File: config.mk
export PLATFORM = sky130hd
export DESIGN_NAME = stoch_integ_top
export DESIGN_NICKNAME = d
export VERILOG_FILES = /design/src/source/stoch_integ_pkg.sv /design/src/source/stoch_integ_top.sv /design/src/source/stoch_apb_regs.sv /design/src/source/integrator_chain.sv /design/src/source/sc_updown_counter.sv /design/src/source/stoch_lfsr.sv
export VERILOG_INCLUDE_DIRS = /design/src /design/src/source
export SDC_FILE = /design/constraint.sdc
export NUM_CORES = 1
export LEC_CHECK = 0
export ABC_AREA = 0
export CAP_MARGIN = 10
export CELL_PAD_IN_SITES_DETAIL_PLACEMENT = 0
export CELL_PAD_IN_SITES_GLOBAL_PLACEMENT = 2
export CORE_UTILIZATION = 37
export DETAILED_ROUTE_END_ITERATION = 8
export DONT_BUFFER_PORTS = 1
export GPL_TIMING_DRIVEN = 0
export PLACE_DENSITY_LB_ADDON = 0.1
export SYNTH_ARGS = -nofsm -noshare
export SYNTH_HDL_FRONTEND = slang
export SYNTH_HIERARCHICAL = 1
export SYNTH_SLANG_ARGS = --single-unit
File: constraint.sdc
create_clock -name clk -period 4 [get_ports clk]
set_input_delay 0 -clock clk [delete_from_list [all_inputs] [get_ports clk]]
set_output_delay 0 -clock clk [all_outputs]
set_load 0.01 [all_outputs]
File: src/source/stoch_integ_macros.svh
// Width, limit, LFSR, snapshot and APB bus constants, included by the package and RTL files
`ifndef STOCH_INTEG_MACROS_SVH
`define STOCH_INTEG_MACROS_SVH

// Probability and counter values
`define SI_VAL_W 9        // Bits per probability or counter value
`define SI_VAL_MAX 511    // Counter saturates here

// Random source
`define SI_LFSR_W 31          // Register length
`define SI_LFSR_SEED 134995   // Non-zero reset state
`define SI_LFSR_TAP_A 30      // Feedback taps
`define SI_LFSR_TAP_B 27

// Snapshot capture period in running cycles
// Must stay a power of two since the timer wraps on its own
`define SI_SNAP_INTERVAL 16

// APB bus
`define SI_APB_AW 8    // Address width
`define SI_APB_DW 32   // Data width

`endif
File: src/source/stoch_integ_pkg.sv
// Value type, command and register address enums, referenced by scoped name from RTL and testbench
`include "stoch_integ_macros.svh"

package stoch_integ_pkg;

    // Probability on the input side, count on the integrator side
    typedef logic [`SI_VAL_W-1:0] value_t;

    // Written to the low bits of REG_CTRL
    typedef enum logic [1:0] {
        CMD_HOLD  = 2'd0,   // Freeze the chain
        CMD_RUN   = 2'd1,   // Integrate every cycle
        CMD_CLEAR = 2'd2    // Zero counters and snapshots, then hold
    } cmd_e;

    // Byte offsets of the APB registers
    typedef enum logic [`SI_APB_AW-1:0] {
        REG_CTRL  = 8'h00,  // Command on write, run mode on read
        REG_IN_A  = 8'h04,  // Input probability a
        REG_IN_B  = 8'h08,  // Input probability b, drives every decrement
        REG_OUT_A = 8'h0C,  // Snapshot of integrator a
        REG_OUT_B = 8'h10,  // Snapshot of integrator b
        REG_OUT_C = 8'h14   // Snapshot of integrator c
    } reg_addr_e;

endpackage

File: src/source/stoch_integ_top.sv
// Top level of the stochastic integrator, an APB slave with the last stage bitstream on a pin
`timescale 1ns/10ps
`include "stoch_integ_macros.svh"

module stoch_integ_top (
    input  logic                  clk,
    input  logic                  rst_n,
    input  logic [`SI_APB_AW-1:0] paddr,
    input  logic                  psel,
    input  logic                  penable,
    input  logic                  pwrite,
    input  logic [`SI_APB_DW-1:0] pwdata,
    output logic [`SI_APB_DW-1:0] prdata,
    output logic                  pready,
    output logic                  pslverr,
    output logic                  sn_out
);

    stoch_integ_pkg::value_t in_a;
    stoch_integ_pkg::value_t in_b;
    stoch_integ_pkg::value_t cnt_a;
    stoch_integ_pkg::value_t cnt_b;
    stoch_integ_pkg::value_t cnt_c;
    stoch_integ_pkg::value_t rnd_0;
    stoch_integ_pkg::value_t rnd_1;
    stoch_integ_pkg::value_t rnd_2;
    stoch_integ_pkg::value_t rnd_3;
    stoch_integ_pkg::value_t rnd_4;
    logic                    run;
    logic                    clear;

    // Bus side, inputs and snapshots
    stoch_apb_regs u_regs (
        .clk     (clk),     .rst_n  (rst_n),
        .psel    (psel),    .penable (penable),
        .pwrite  (pwrite),  .paddr  (paddr),
        .pwdata  (pwdata),  .prdata (prdata),
        .pready  (pready),  .pslverr (pslverr),
        .cnt_a   (cnt_a),   .cnt_b  (cnt_b),
        .cnt_c   (cnt_c),   .in_a   (in_a),
        .in_b    (in_b),    .run    (run),
        .clear   (clear)
    );

    // Free running random words
    stoch_lfsr u_lfsr (
        .clk   (clk),   .rst_n (rst_n),
        .rnd_0 (rnd_0), .rnd_1 (rnd_1),
        .rnd_2 (rnd_2), .rnd_3 (rnd_3),
        .rnd_4 (rnd_4)
    );

    // Integrators
    integrator_chain u_chain (
        .clk   (clk),   .rst_n  (rst_n),
        .run   (run),   .clear  (clear),
        .in_a  (in_a),  .in_b   (in_b),
        .rnd_0 (rnd_0), .rnd_1  (rnd_1),
        .rnd_2 (rnd_2), .rnd_3  (rnd_3),
        .rnd_4 (rnd_4), .cnt_a  (cnt_a),
        .cnt_b (cnt_b), .cnt_c  (cnt_c),
        .sn_out (sn_out)
    );

endmodule

File: src/source/stoch_apb_regs.sv
// APB register block holding the inputs and run mode, and capturing counter snapshots on a fixed interval
`timescale 1ns/10ps
`include "stoch_integ_macros.svh"

module stoch_apb_regs (
    input  logic                    clk,
    input  logic                    rst_n,
    input  logic                    psel,
    input  logic                    penable,
    input  logic                    pwrite,
    input  logic [`SI_APB_AW-1:0]   paddr,
    input  logic [`SI_APB_DW-1:0]   pwdata,
    output logic [`SI_APB_DW-1:0]   prdata,
    output logic                    pready,
    output logic                    pslverr,
    input  stoch_integ_pkg::value_t cnt_a,
    input  stoch_integ_pkg::value_t cnt_b,
    input  stoch_integ_pkg::value_t cnt_c,
    output stoch_integ_pkg::value_t in_a,
    output stoch_integ_pkg::value_t in_b,
    output logic                    run,     // Run mode level
    output logic                    clear    // One cycle after a CMD_CLEAR write
);

    localparam int TMR_W = $clog2(`SI_SNAP_INTERVAL);

    stoch_integ_pkg::reg_addr_e addr;
    stoch_integ_pkg::cmd_e      cmd;
    logic                       acc;       // Access phase
    logic                       addr_bad;
    logic                       wr_ro;     // Target is a snapshot
    logic                       cmd_bad;
    logic                       wr_en;     // Accepted write
    logic [TMR_W-1:0]           tmr;
    logic                       tmr_wrap;
    stoch_integ_pkg::value_t    snap_a;
    stoch_integ_pkg::value_t    snap_b;
    stoch_integ_pkg::value_t    snap_c;

    assign addr   = stoch_integ_pkg::reg_addr_e'(paddr);
    assign cmd    = stoch_integ_pkg::cmd_e'(pwdata[1:0]);
    assign acc    = psel & penable;
    assign pready = 1'b1;   // No wait states

    // Address decode
    always_comb begin
        addr_bad = 1'b0;
        wr_ro    = 1'b0;
        case (addr)
            stoch_integ_pkg::REG_CTRL,
            stoch_integ_pkg::REG_IN_A,
            stoch_integ_pkg::REG_IN_B:  wr_ro = 1'b0;
            stoch_integ_pkg::REG_OUT_A,
            stoch_integ_pkg::REG_OUT_B,
            stoch_integ_pkg::REG_OUT_C: wr_ro = 1'b1;
            default:                    addr_bad = 1'b1;
        endcase
    end

    // Only the three defined codes with clean upper bits are accepted
    always_comb begin
        cmd_bad = (pwdata[`SI_APB_DW-1:2] != '0);
        case (cmd)
            stoch_integ_pkg::CMD_HOLD,
            stoch_integ_pkg::CMD_RUN,
            stoch_integ_pkg::CMD_CLEAR: ;
            default:                    cmd_bad = 1'b1;
        endcase
    end

    assign pslverr = acc & (addr_bad |
                            (pwrite & (wr_ro | ((addr == stoch_integ_pkg::REG_CTRL) & cmd_bad))));
    assign wr_en   = acc & pwrite & ~pslverr;   // An erroring write is dropped

    // Inputs, run mode and the clear pulse
    always_ff @(posedge clk or posedge rst_n) begin
        if (rst_n) begin
            in_a  <= '0;
            in_b  <= '0;
            run   <= 1'b0;
            clear <= 1'b0;
        end else begin
            clear <= 1'b0;   // Pulse lasts one cycle
            if (wr_en) begin
                case (addr)
                    stoch_integ_pkg::REG_CTRL: begin
                        run   <= (cmd == stoch_integ_pkg::CMD_RUN);    // Hold and clear stop it
                        clear <= (cmd == stoch_integ_pkg::CMD_CLEAR);
                    end
                    stoch_integ_pkg::REG_IN_A: in_a <= pwdata[`SI_VAL_W-1:0];
                    stoch_integ_pkg::REG_IN_B: in_b <= pwdata[`SI_VAL_W-1:0];
                    default: ;
                endcase
            end
        end
    end

    assign tmr_wrap = run & (tmr == TMR_W'(`SI_SNAP_INTERVAL - 1));

    // Interval timer and snapshots advance only while running
    always_ff @(posedge clk or posedge rst_n) begin
        if (rst_n) begin
            tmr    <= '0;
            snap_a <= '0;
            snap_b <= '0;
            snap_c <= '0;
        end else if (clear) begin
            tmr    <= '0;   // Same edge that zeroes the counters
            snap_a <= '0;
            snap_b <= '0;
            snap_c <= '0;
        end else if (run) begin
            tmr <= tmr + 1'b1;   // Wraps by itself
            if (tmr_wrap) begin
                snap_a <= cnt_a;
                snap_b <= cnt_b;
                snap_c <= cnt_c;
            end
        end
    end

    // Read mux output stays valid throughout the access phase
    always_comb begin
        prdata = '0;
        case (addr)
            stoch_integ_pkg::REG_CTRL:  prdata[0] = run;
            stoch_integ_pkg::REG_IN_A:  prdata[`SI_VAL_W-1:0] = in_a;
            stoch_integ_pkg::REG_IN_B:  prdata[`SI_VAL_W-1:0] = in_b;
            stoch_integ_pkg::REG_OUT_A: prdata[`SI_VAL_W-1:0] = snap_a;
            stoch_integ_pkg::REG_OUT_B: prdata[`SI_VAL_W-1:0] = snap_b;
            stoch_integ_pkg::REG_OUT_C: prdata[`SI_VAL_W-1:0] = snap_c;
            default:                    prdata = '0;
        endcase
    end

endmodule

File: src/source/integrator_chain.sv
// Three chained stochastic integrators with their bitstream generators, approximating t, t^2/2, t^3/6
`timescale 1ns/10ps

module integrator_chain (
    input  logic                    clk,
    input  logic                    rst_n,
    input  logic                    run,
    input  logic                    clear,
    input  stoch_integ_pkg::value_t in_a,    // Integrand probability
    input  stoch_integ_pkg::value_t in_b,    // Decay probability
    input  stoch_integ_pkg::value_t rnd_0,
    input  stoch_integ_pkg::value_t rnd_1,
    input  stoch_integ_pkg::value_t rnd_2,
    input  stoch_integ_pkg::value_t rnd_3,
    input  stoch_integ_pkg::value_t rnd_4,
    output stoch_integ_pkg::value_t cnt_a,
    output stoch_integ_pkg::value_t cnt_b,
    output stoch_integ_pkg::value_t cnt_c,
    output logic                    sn_out   // Bitstream of the last stage
);

    logic bit_in_a;   // Input bitstreams
    logic bit_in_b;
    logic bit_a;      // Counter bitstreams
    logic bit_b;
    logic bit_c;

    // Comparators give a 1 when the value beats the random word
    // A value of 0 never produces a 1
    assign bit_in_a = (in_a > rnd_0);
    assign bit_in_b = (in_b > rnd_1);
    assign bit_a    = (cnt_a > rnd_2);
    assign bit_b    = (cnt_b > rnd_3);
    assign bit_c    = (cnt_c > rnd_4);

    // First stage integrates input a
    sc_updown_counter u_int_a (
        .clk   (clk),
        .rst_n (rst_n),
        .run   (run),
        .clear (clear),
        .inc   (bit_in_a),
        .dec   (bit_in_b),
        .count (cnt_a)
    );

    // Second stage integrates the first
    sc_updown_counter u_int_b (
        .clk   (clk),
        .rst_n (rst_n),
        .run   (run),
        .clear (clear),
        .inc   (bit_a),
        .dec   (bit_in_b),   // Same decay stream on every stage
        .count (cnt_b)
    );

    // Third stage integrates the second
    sc_updown_counter u_int_c (
        .clk   (clk),
        .rst_n (rst_n),
        .run   (run),
        .clear (clear),
        .inc   (bit_b),
        .dec   (bit_in_b),
        .count (cnt_c)
    );

    assign sn_out = bit_c;   // Low while cnt_c is 0

endmodule

File: src/source/sc_updown_counter.sv
// Saturating up/down counter that integrates one stochastic bitstream against another
`timescale 1ns/10ps
`include "stoch_integ_macros.svh"

module sc_updown_counter (
    input  logic                    clk,
    input  logic                    rst_n,
    input  logic                    run,     // Update enable, a level
    input  logic                    clear,   // Synchronous zero, beats run
    input  logic                    inc,     // Up bitstream
    input  logic                    dec,     // Down bitstream
    output stoch_integ_pkg::value_t count
);

    logic at_max;
    logic at_min;
    logic up;
    logic down;

    assign at_max = (count == stoch_integ_pkg::value_t'(`SI_VAL_MAX));
    assign at_min = (count == '0);

    // Equal bits cancel out
    assign up   = inc & ~dec & ~at_max;  // Stops at the top
    assign down = dec & ~inc & ~at_min;  // Stops at zero

    always_ff @(posedge clk or posedge rst_n) begin
        if (rst_n) begin
            count <= '0;
        end else if (clear) begin
            count <= '0;             // Regardless of run
        end else if (run) begin
            if (up) begin
                count <= count + 1'b1;
            end else if (down) begin
                count <= count - 1'b1;
            end
        end
    end

endmodule

File: src/source/stoch_lfsr.sv
// Free-running Fibonacci LFSR that feeds five scrambled random words to the bitstream comparators
`timescale 1ns/10ps
`include "stoch_integ_macros.svh"

module stoch_lfsr (
    input  logic                    clk,
    input  logic                    rst_n,
    output stoch_integ_pkg::value_t rnd_0,   // Input a comparator
    output stoch_integ_pkg::value_t rnd_1,   // Input b comparator
    output stoch_integ_pkg::value_t rnd_2,   // Integrator a comparator
    output stoch_integ_pkg::value_t rnd_3,   // Integrator b comparator
    output stoch_integ_pkg::value_t rnd_4    // Integrator c comparator
);

    logic [`SI_LFSR_W-1:0] lfsr;
    logic                  fb;

    assign fb = lfsr[`SI_LFSR_TAP_A] ^ lfsr[`SI_LFSR_TAP_B];  // Maximal length taps

    // Shifts every cycle, also while the chain is held
    always_ff @(posedge clk or posedge rst_n) begin
        if (rst_n) begin
            lfsr <= `SI_LFSR_W'(`SI_LFSR_SEED);
        end else begin
            lfsr <= {lfsr[`SI_LFSR_W-2:0], fb};
        end
    end

    // Different bit orders per position keep the bitstreams weakly correlated
    assign rnd_0 = lfsr[8:0];
    assign rnd_1 = {lfsr[5:0], lfsr[18:16]};
    assign rnd_2 = lfsr[30:22];
    assign rnd_3 = {lfsr[15:13], lfsr[6:1]};
    assign rnd_4 = {lfsr[24:19], lfsr[14:12]};

endmodule

; ---- After elaboration in Yosys (flattened, before gate mapping)
; Cells that the tools add are included.
[totals]
reg_bits = 109
input_bits = 45
out_inout_bits = 35
elab_cells = 119
[classes]
add_sub_neg = 7
order_cmp = 5
n_eq_ne = 11
muxes = 30
n_bitwise = 33
reduce_logical = 21
[op_table]
columns = operator, count
row1 = two-way mux 9 bit, 21
row2 = > comparator 9 bit, 5
row3 = case mux 8 bit (5 select lines), 1
row4 = nonzero test 30 bit, 1
row5 = adder 9 x 1 -> 9 bit (second input constant), 3
row6 = equality test 9 bit (second input constant), 3
row7 = zero test 9 bit, 3
row8 = subtractor 9 x 1 -> 9 bit (second input constant), 3
row9 = AND 1 bit, 19
row10 = equality test 8 x 4 -> 1 bit (second input constant), 2
row11 = equality test 8 x 5 -> 1 bit (second input constant), 2
row12 = AND reduction 2 bit, 7
row13 = NOT 1 bit, 11
row14 = nonzero test 3 bit, 3
row15 = equality test 8 x 3 -> 1 bit (second input constant), 1
row16 = zero test 8 bit, 1
row17 = two-way mux 4 bit, 2
row18 = case mux 1 bit (6 select lines), 1
row19 = OR reduction 3 bit, 2
row20 = OR reduction 6 bit, 1
row21 = two-way mux 1 bit, 5
row22 = adder 4 x 1 -> 4 bit (second input constant), 1
row23 = equality test 4 bit (second input constant), 1
row24 = nonzero test 2 bit, 2
row25 = other kinds (5), 6

; ---- Logic depth before layout (Yosys ltp)
; Gate-level depths: netlist (run 1).
[logic_depth]
depth_word = 11
mapped_depth = 16

; ---- By module
; Netlist (run 1), hierarchy kept.
[modules_own_cells]
columns = mod, instances, cells_each, area_each_um2, seq_area_each_um2
row1 = stoch_apb_regs, 1, 285, 2763.9, 1276.2
row2 = sc_updown_counter, 3, 89, 819.5, 225.2
row3 = stoch_lfsr, 1, 78, 1137.3, 787.0
row4 = integrator_chain, 1, 154, 1106.1, 0.0

; ---- Worst setup path before layout (run 1)
; Ideal clock, no wire load.
[synth_path]
kind = reg2reg
start = register u_lfsr.lfsr[1]
end = register u_chain.u_int_c.count[8]
t_arrival_ps = 3642
path_slack_ps = 233
stages_incl_launch_ff = 17
n_path_buf = 1
cell_sequence = dfstp_2 -> buf_4 -> inv_1 -> ha_1 -> a21oi_1 -> o21ai_0 -> a2111oi_0 -> a21oi_1 -> or2b_1 -> a31oi_1 -> inv_1 -> ha_1 -> a21oi_1 -> o21ai_2 -> a21oi_1 -> mux2_4 -> mux2_4
[synth_between]
elab_chain_cells = 7
word_cells_on_any_way = 13
[synth_rtl]
columns = item, line_no
row1 = start: declaration, stoch_lfsr.sv:15  ; logic [`SI_LFSR_W-1:0] lfsr;
row2 = start signal: assignment, stoch_lfsr.sv:23  ; lfsr <= `SI_LFSR_W'(`SI_LFSR_SEED);
row3 = start signal: assignment, stoch_lfsr.sv:25  ; lfsr <= {lfsr[`SI_LFSR_W-2:0], fb};
row4 = > comparator 9 bit (*), integrator_chain.sv:31  ; assign bit_in_b = (in_b > rnd_1);
row5 = named net u_chain.bit_in_b, integrator_chain.sv:23  ; logic bit_in_b;
row6 = NOT 1 bit, sc_updown_counter.sv:24  ; assign up = inc & ~dec & ~at_max;
row7 = AND 1 bit (2 in a row), sc_updown_counter.sv:24
row8 = two-way mux 9 bit, sc_updown_counter.sv:33  ; if (up) begin
row9 = two-way mux 9 bit, sc_updown_counter.sv:32  ; end else if (run) begin
row10 = two-way mux 9 bit, sc_updown_counter.sv:30  ; end else if (clear) begin
row11 = end signal: assignment, sc_updown_counter.sv:34  ; count <= count + 1'b1;
row12 = end signal: assignment, sc_updown_counter.sv:36  ; count <= count - 1'b1;
row13 = end: declaration, sc_updown_counter.sv:12  ; output stoch_integ_pkg::value_t count
; Mark *: on every way through the listed nets, which the timed path passes. The rest lies on a longest branch. The select of a mux whose other input is x is not followed.
; A chain may end at the register's enable or synchronous reset.

; ---- Final worst setup path (run 1)
[layout_path]
start = register u_lfsr.lfsr[4]
end = register u_chain.u_int_a.count[8]
[layout_between]
elab_chain_cells = 7
word_cells_on_any_way = 13
[layout_rtl]
columns = item, line_no
row1 = > comparator 9 bit (*), integrator_chain.sv:31
row2 = named net u_chain.bit_in_b, integrator_chain.sv:23
row3 = NOT 1 bit, sc_updown_counter.sv:24
row4 = AND 1 bit (2 in a row), sc_updown_counter.sv:24
row5 = two-way mux 9 bit, sc_updown_counter.sv:33
row6 = two-way mux 9 bit, sc_updown_counter.sv:32
row7 = two-way mux 9 bit, sc_updown_counter.sv:30
row8 = end signal: assignment, sc_updown_counter.sv:34
row9 = end signal: assignment, sc_updown_counter.sv:36
row10 = end: declaration, sc_updown_counter.sv:12
; Marks and branches as above.

==> out/results.md, run 1 <==
### Critical path
- kind of end point of the critical path: flip-flop
- worst-path cell chain: buf_4 > inv_1 > ha_1 > nand4_1 > inv_2 > a2111oi_4 > a21oi_4 > or2b_1 > a31oi_4 > clkinv_4 > ha_4 > a21oi_2 > o21ai_2 > a21oi_2 > mux2_4 > mux2_4
- worst-path cell with the longest stage delay: sky130_fd_sc_hd__dfstp_2
- signal arrival time at the worst endpoint: 4090 ps
- critical path type: reg2reg
- startpoint of the worst register-to-register path: u_lfsr/lfsr[4]
- Worst Setup Start Kind: flip-flop
- number of buffer and inverter stages on the critical path: 4
- number of stages on the worst setup path: 16
- CP max FO: 8
- depth of the worst register-to-register path: 16
- worst endpoint required time: 4240 ps
- longest individual stage delay on the worst path: 570 ps
- Critical Path Source: u_lfsr/lfsr[4]
- kind of cell adding the most delay to the critical path: compound AO/OA/AOI/OAI gates

### Yosys
- post-synth cell types: 57
- number of enable-type register cells in the synthesized netlist: 0
- biggest area consumer among synthesized cells: sky130_fd_sc_hd__dfrtp_1
- share of Yosys cell area claimed by the top area cell type: 33.5%
- flip-flop cell with the highest count after synthesis: sky130_fd_sc_hd__dfrtp_1
- ranking of synthesized cells by instance count: 100 x sky130_fd_sc_hd__dfrtp_1, 84 x sky130_fd_sc_hd__nand2_1, 71 x sky130_fd_sc_hd__a21oi_1
- register bit total from synthesis: 109
- warnings from Yosys: 6
- Synth async-reset ratio: 100%
- number of instances in the synthesized netlist: 784
- mean instance size in the synthesized netlist: 9.52 um2
- cells taking the most area after synthesis: sky130_fd_sc_hd__dfrtp_1 34%, sky130_fd_sc_hd__ha_1 12%, sky130_fd_sc_hd__buf_4 6.9%
- post-synthesis sequential area ratio: 36.7%
- post-synthesis instance area: 7470 um2
- leading cell type by number of instances after synthesis: sky130_fd_sc_hd__dfrtp_1

### Clock tree
- insertion delay of the later-clocked pin in the worst-skew pair: 360 ps
- number of clock sinks: 109
- clock-pin slew reported for the worst setup and hold paths after clock tree synthesis: 70 ps
- CTS tree: done
- clock root cell: sky130_fd_sc_hd__clkbuf_16
- clock buffers created by TritonCTS: 9
- buffer levels on the longest clock path: 2
- number of H-tree branching levels: 3

### Floorplanning
- Die Y: 144 um
- chip width: 144 um
- number of rows created at floorplan: 51
- initial core utilization: 38.1%
- count of boundary I/O pins: 80
- die area: 20,800 um2
- Std-Cell Core Area: 19,600 um2

### STA
- maximum operating frequency: 260 MHz
- worst clock skew: 8.84 ps
- total negative setup slack: 0 ps
- Rel. slew slack: 47.4%
- pin slew with the least headroom to its limit: 788 ps
- Tcrit/Tclk final: 96.2%
- final setup violating endpoints: 0
- endpoints failing hold: 0
- time the worst path needs with I/O delays and setup: 3850 ps
- number of pins with negative max-slew slack in the final report: 0

### Drt
- via density per instance: 5.06
- Final ANT Viol Nets: 0
- per-cell routed wire length: 17.9 um
- drc violations: 0
- final wirelength: 19,900 um
- met3 routed WL: 572 um
- Pre-antenna DRT Iters: 4
- vias: 5,605
- Iter 0 DRT Violations: 182
- Max Used Layer: met4
- Metal-1 WL: 9430 um
- met2 layer wire length in the routed design: 9650 um

### Pwr
- Seq pwr share: 46.0%
- Cell Int Power: 1880 uW
- cell area power density: 275 nW/um2
- LEAKAGE: 0.00414 uW
- proportion of power drawn by combinational gates: 7.8%
- Peak VDD IR: 203 uV
- Pwr Total: 2410 uW
- clock share of power: 46.3%
- Switch Pwr: 534 uW
- switching share of power: 22.1%

### Min path
- launch point of the worst hold path: pwdata[30]
- path class of the lowest-slack min-delay path: in2reg
- number of instances on the worst hold path: 4

### Run
- # Max-Cap Violations: 0

### Finish
- layout cells sized above 1: 24.0%
- layout-stage area growth over the synthesis result: 17.5%
- antenna cells: 0
- final-stage net count: 955

### Placement
- Routability Congestion: 0.827
- DP Wirelength: 14,700 um
- count of buffers from port buffering: 0

### Global routing
- first-pass GRT wire length: 30,600 um
- largest net degree at the start of global routing: 35
- Overflow after GRT: 0
- via count of the first global-routing pass: 5,474
- aggregate global-route resource usage: 19.8%
- antenna violations before repair: 1

### Run status
- outcome: finished clean

-- registers in the layout (all words and copies together) (netlist names) --
| signal | flops |
|---|---|
| u_lfsr/lfsr | 31 |
| u_regs/in_b | 9 |
| u_regs/snap_c | 9 |
| u_chain/u_int_a/count | 9 |
| u_regs/tmr | 4 |
| u_regs/snap_a | 9 |
| u_chain/u_int_b/count | 9 |
| u_regs/in_a | 9 |
| u_chain/u_int_c/count | 9 |
| u_regs/clear | 1 |
| u_regs/snap_b | 9 |
| u_regs/run | 1 |
-- cell usage in the layout (no fill, tap or decap), types with 8 or more instances in the layout --
cell type / instances
sky130_fd_sc_hd__o21ai_0: 11
sky130_fd_sc_hd__conb_1: 24
sky130_fd_sc_hd__ha_1: 53
sky130_fd_sc_hd__nor2_1: 40
sky130_fd_sc_hd__a21oi_1: 60
sky130_fd_sc_hd__mux2i_1: 25
sky130_fd_sc_hd__mux2_2: 12
sky130_fd_sc_hd__nor2b_1: 8
sky130_fd_sc_hd__dfrtp_1: 99
sky130_fd_sc_hd__a21oi_2: 11
sky130_fd_sc_hd__nand2_1: 84
sky130_fd_sc_hd__xor2_1: 12
sky130_fd_sc_hd__ha_4: 13
sky130_fd_sc_hd__mux2_4: 15
sky130_fd_sc_hd__nand4_1: 14
sky130_fd_sc_hd__clkbuf_1: 12
sky130_fd_sc_hd__dlygate4sd3_1: 10
sky130_fd_sc_hd__buf_4: 76
sky130_fd_sc_hd__clkbuf_16: 9
sky130_fd_sc_hd__nor3_1: 16
sky130_fd_sc_hd__inv_1: 63
sky130_fd_sc_hd__a21o_1: 12
sky130_fd_sc_hd__nand3_1: 9
sky130_fd_sc_hd__dfstp_2: 9
-- metal layers --
metal	global-route usage, %	vias up
met1	26.9	2777
met2	32.7	70
met4	4.09	0
met5	0	-
li1	-	2748
met3	3.64	10
-- final timing paths --
kind / slack (ps) / end
max in group asynchronous: 3190 / u_regs/in_b[6]
worst min register to register: 360 / u_lfsr/lfsr[11]
worst max register to register: 150 / u_chain/u_int_a/count[8]
worst max-delay path: 150 / u_chain/u_int_a/count[8]
worst min-delay path: 30 / u_regs/clear
min in group asynchronous: 190 / u_lfsr/lfsr[25]
-- timing repair --
action | 4_1_cts | 5_1_grt
endpoints found under the setup margin | 17 | 9
buffers inserted | 0 | 7
hold buffers | 10 | 0
resized for setup | 20 | 39
pin swaps | 1 | 10
endpoints found under the hold margin | 120 | 0
cloned | 0 | 1
-- power groups by stage --
stage / clock network, uW / logic, uW / registers (uW)
finish: 1120 / 187 / 1110
global route: 1190 / 205 / 1110
CTS: 1150 / 161 / 1110
detailed placement: 0 / 140 / 1130
global placement: 0 / 135 / 1130
floorplan: 0 / 112 / 1130
-- metrics by stage --
| step | area, um2 | hold WS (ps) | std cells | utilization (%) | worst slack (ps) |
|---|---|---|---|---|---|
| after global placement | 7880 | -123 | 1071 | 40.2 | -502 |
| after global routing | 8770 | 51.2 | 1107 | 44.8 | -23.4 |
| after floorplan | 7550 | -172 | 806 | - | 233 |
| after detailed placement | 7900 | -117 | 1072 | 40.3 | -559 |
| final | 8770 | 33.2 | 1107 | 44.8 | 152 |
| after CTS | 8490 | 26.1 | 1098 | 43.3 | 7.71 |
-- logic make-up after synthesis --
family	synth area share (%)
buf+inv	11.4
other cells	0.101
compound gates	13.4
flops	36.7
mux	8.48
fa+ha+maj	12.5
xor+xnor	2.23
simple gates	15.1
-- worst register-to-register path: stages, from the launching register on --
cell                        delay (ps)
sky130_fd_sc_hd__dfstp_2           570
sky130_fd_sc_hd__buf_4             110
sky130_fd_sc_hd__inv_1              30
sky130_fd_sc_hd__ha_1              300
sky130_fd_sc_hd__nand4_1           170
sky130_fd_sc_hd__inv_2              70
sky130_fd_sc_hd__a2111oi_4         370
sky130_fd_sc_hd__a21oi_4           120
sky130_fd_sc_hd__or2b_1            270
sky130_fd_sc_hd__a31oi_4           210
sky130_fd_sc_hd__clkinv_4          190
sky130_fd_sc_hd__ha_4              300
sky130_fd_sc_hd__a21oi_2           140
sky130_fd_sc_hd__o21ai_2            90
sky130_fd_sc_hd__a21oi_2           170
sky130_fd_sc_hd__mux2_4            320
sky130_fd_sc_hd__mux2_4            290
-- area by class of cell --
class	instances	area, um2
buffer	87	594
clock buffer	12	246
tap	265	332
clock inverter	4	120
fill	1941	10800
multi-input combinational	542	4280
sequential	109	2740
inverter	69	269
timing repair buffer	19	193
Note: power is estimated with default switching activity, not from simulation.
==> inputs of run 2 (changes only) <==
Settings changed: BUFFER_PORTS_ARGS set to -buffer_cell sky130_fd_sc_hd__buf_2, CORE_UTILIZATION 37 to 34, DONT_BUFFER_PORTS 1 to unset.
==> out/results.md, run 2 (synthesis gave the netlist of run 1 again) <==
### Finish
- layout-stage area growth over the synthesis result: 19.6%
- post-layout instance count excluding filler cells: 1,169
- post-route cell area: 8930 um2
- most common library cell in the layout ignoring fill and taps: sky130_fd_sc_hd__dfrtp_1
- number of filler instances in the final layout: 2,073
- commonest cells after routing, fill and taps aside: 99 x sky130_fd_sc_hd__dfrtp_1, 84 x sky130_fd_sc_hd__nand2_1, 76 x sky130_fd_sc_hd__buf_4
- layout cells sized above 1: 27.0%
- max reg flops: 31
- final-stage net count: 1,007
- Biggest register: u_lfsr/lfsr
- antenna cells: 0

### Critical path
- longest individual stage delay on the worst path: 570 ps
- Worst Setup Start Kind: flip-flop
- CP max FO: 8
- worst endpoint required time: 4240 ps
- signal arrival time at the worst endpoint: 4090 ps
- worst-path cell with the longest stage delay: sky130_fd_sc_hd__dfstp_2
- worst-path cell chain: buf_4 > inv_1 > ha_1 > nand4_1 > nor2_1 > a221oi_1 > a41oi_2 > or2b_1 > a31oi_4 > inv_4 > ha_1 > a21oi_1 > o21ai_1 > a21oi_2 > mux2_4 > mux2_4
- critical path type: reg2reg
- kind of end point of the critical path: flip-flop

### Clock tree
- buffer levels on the longest clock path: 2
- CTS tree: done
- number of clock sinks: 109
- insertion delay of the later-clocked pin in the worst-skew pair: 350 ps
- number of H-tree branching levels: 3
- clock buffers created by TritonCTS: 9
- clock root cell: sky130_fd_sc_hd__clkbuf_16
- clock-pin slew reported for the worst setup and hold paths after clock tree synthesis: 70 ps

### Min path
- path class of the lowest-slack min-delay path: in2reg

### Placement
- placement-stage worst setup slack: -546 ps
- placed cell area: 8180 um2
- Routability Congestion: 0.773
- DP Wirelength: 15,300 um
- count of buffers from port buffering: 53
- Placed Instances: 1,135

### Pwr
- cell area power density: 254 nW/um2
- Cell Int Power: 1740 uW
- proportion of power drawn by combinational gates: 8.8%
- Peak VDD IR: 195 uV
- Seq pwr share: 48.9%
- Pwr Total: 2270 uW
- Switch Pwr: 525 uW
- switching share of power: 23.1%
- LEAKAGE: 0.00434 uW
- clock share of power: 42.3%

### Run status
- outcome: finished clean

### STA
- endpoints failing hold: 0
- total negative setup slack: 0 ps
- worst clock skew: 8.33 ps
- Tcrit/Tclk final: 96.4%
- final setup violating endpoints: 0
- maximum operating frequency: 259 MHz
- setup repair after global routing missed its margin: no
- setup slack after layout: 144 ps
- Rel. slew slack: 49.7%
- time the worst path needs with I/O delays and setup: 3860 ps
- number of pins with negative max-slew slack in the final report: 0
- pin slew with the least headroom to its limit: 755 ps

### Drt
- Iter 0 DRT Violations: 240
- vias: 5,795
- drc violations: 0
- via density per instance: 4.96
- Pre-antenna DRT Iters: 4
- final wirelength: 20,000 um
- per-cell routed wire length: 17.1 um
- Final ANT Viol Nets: 0

### Global routing
- largest net degree at the start of global routing: 35
- antenna violations before repair: 0
- Overflow after GRT: 0
- first-pass GRT wire length: 31,200 um
- via count of the first global-routing pass: 5,746
- aggregate global-route resource usage: 18.4%

### Run
- # Max-Cap Violations: 0

### Floorplanning
- chip width: 150 um
- count of boundary I/O pins: 80
- Die Y: 150 um
- die area: 22,600 um2
- number of rows created at floorplan: 53
- Std-Cell Core Area: 21,300 um2
- initial core utilization: 35.1%

## run 2: power by group through the flow
stage | clock network, uW | registers, uW | logic (uW)
after floorplan | 0 | 1130 | 112
after global placement | 0 | 1130 | 163
after detailed placement | 0 | 1130 | 169
after CTS | 1000 | 1110 | 188
after global routing | 1040 | 1110 | 218
final | 960 | 1110 | 199
## run 2: through the flow
stage / hold slack, ps / utilization [%]
6_report: 143 / 42.0
5_1_grt: 155 / 42.0
4_1_cts: 129 / 40.9
3_5_place_dp: 83.7 / 38.4
3_3_place_gp: 74.1 / 38.3
2_1_floorplan: -172 / -
## run 2: final timing paths
kind | start | end | slack, ps | depth (start not counted)
min in group asynchronous | rst_n | u_chain/u_int_b/count[3] | 240 | 3
min | pwdata[30] | u_regs/clear | 140 | 5
max reg2reg | u_lfsr/lfsr[8] | u_chain/u_int_a/count[8] | 140 | 16
min reg2reg | u_lfsr/lfsr[9] | u_lfsr/lfsr[10] | 360 | 0
max in group asynchronous | rst_n | u_lfsr/lfsr[17] | 3170 | 4
max | u_lfsr/lfsr[8] | u_chain/u_int_a/count[8] | 140 | 16
## run 2: repair_timing
| item | CTS | global route |
|---|---|---|
| endpoints found under the setup margin | 18 | 9 |
| setup buffers | 0 | 7 |
| gates resized for setup | 21 | 28 |
| hold buffers | 10 | 0 |
| endpoints found under the hold margin | 63 | 0 |
| pin swaps | 1 | 4 |
## run 2: critical path, delay by kind of cell (launching register included)
kind | cells | cell delay (ps)
adder cells (fa/ha/maj) | 2 | 620
AND/OR/NAND/NOR | 3 | 630
multiplexers | 2 | 620
AO/OA/AOI/OAI | 6 | 1040
flip-flops | 1 | 570
buffers and inverters | 3 | 240
## run 2: cell type report
type	count	area, um2	area share [%]
multi-input cells	541	4200	47.1
clock inverters	4	76.3	0.855
repair buffers	72	465	5.21
plain buffers	87	594	6.66
clock buffers	12	236	2.65
flip-flops and latches	109	2740	30.7
inverters	69	269	3.01
well taps	275	344	3.85
## run 2: routing by layer
layer	global-route usage, %	wire (um)	up-vias
met3	3.67	575	18
li1	-	-	2856
met5	0	0	-
met2	29.8	9460	92
met1	24.7	9630	2829
met4	5.35	343	0
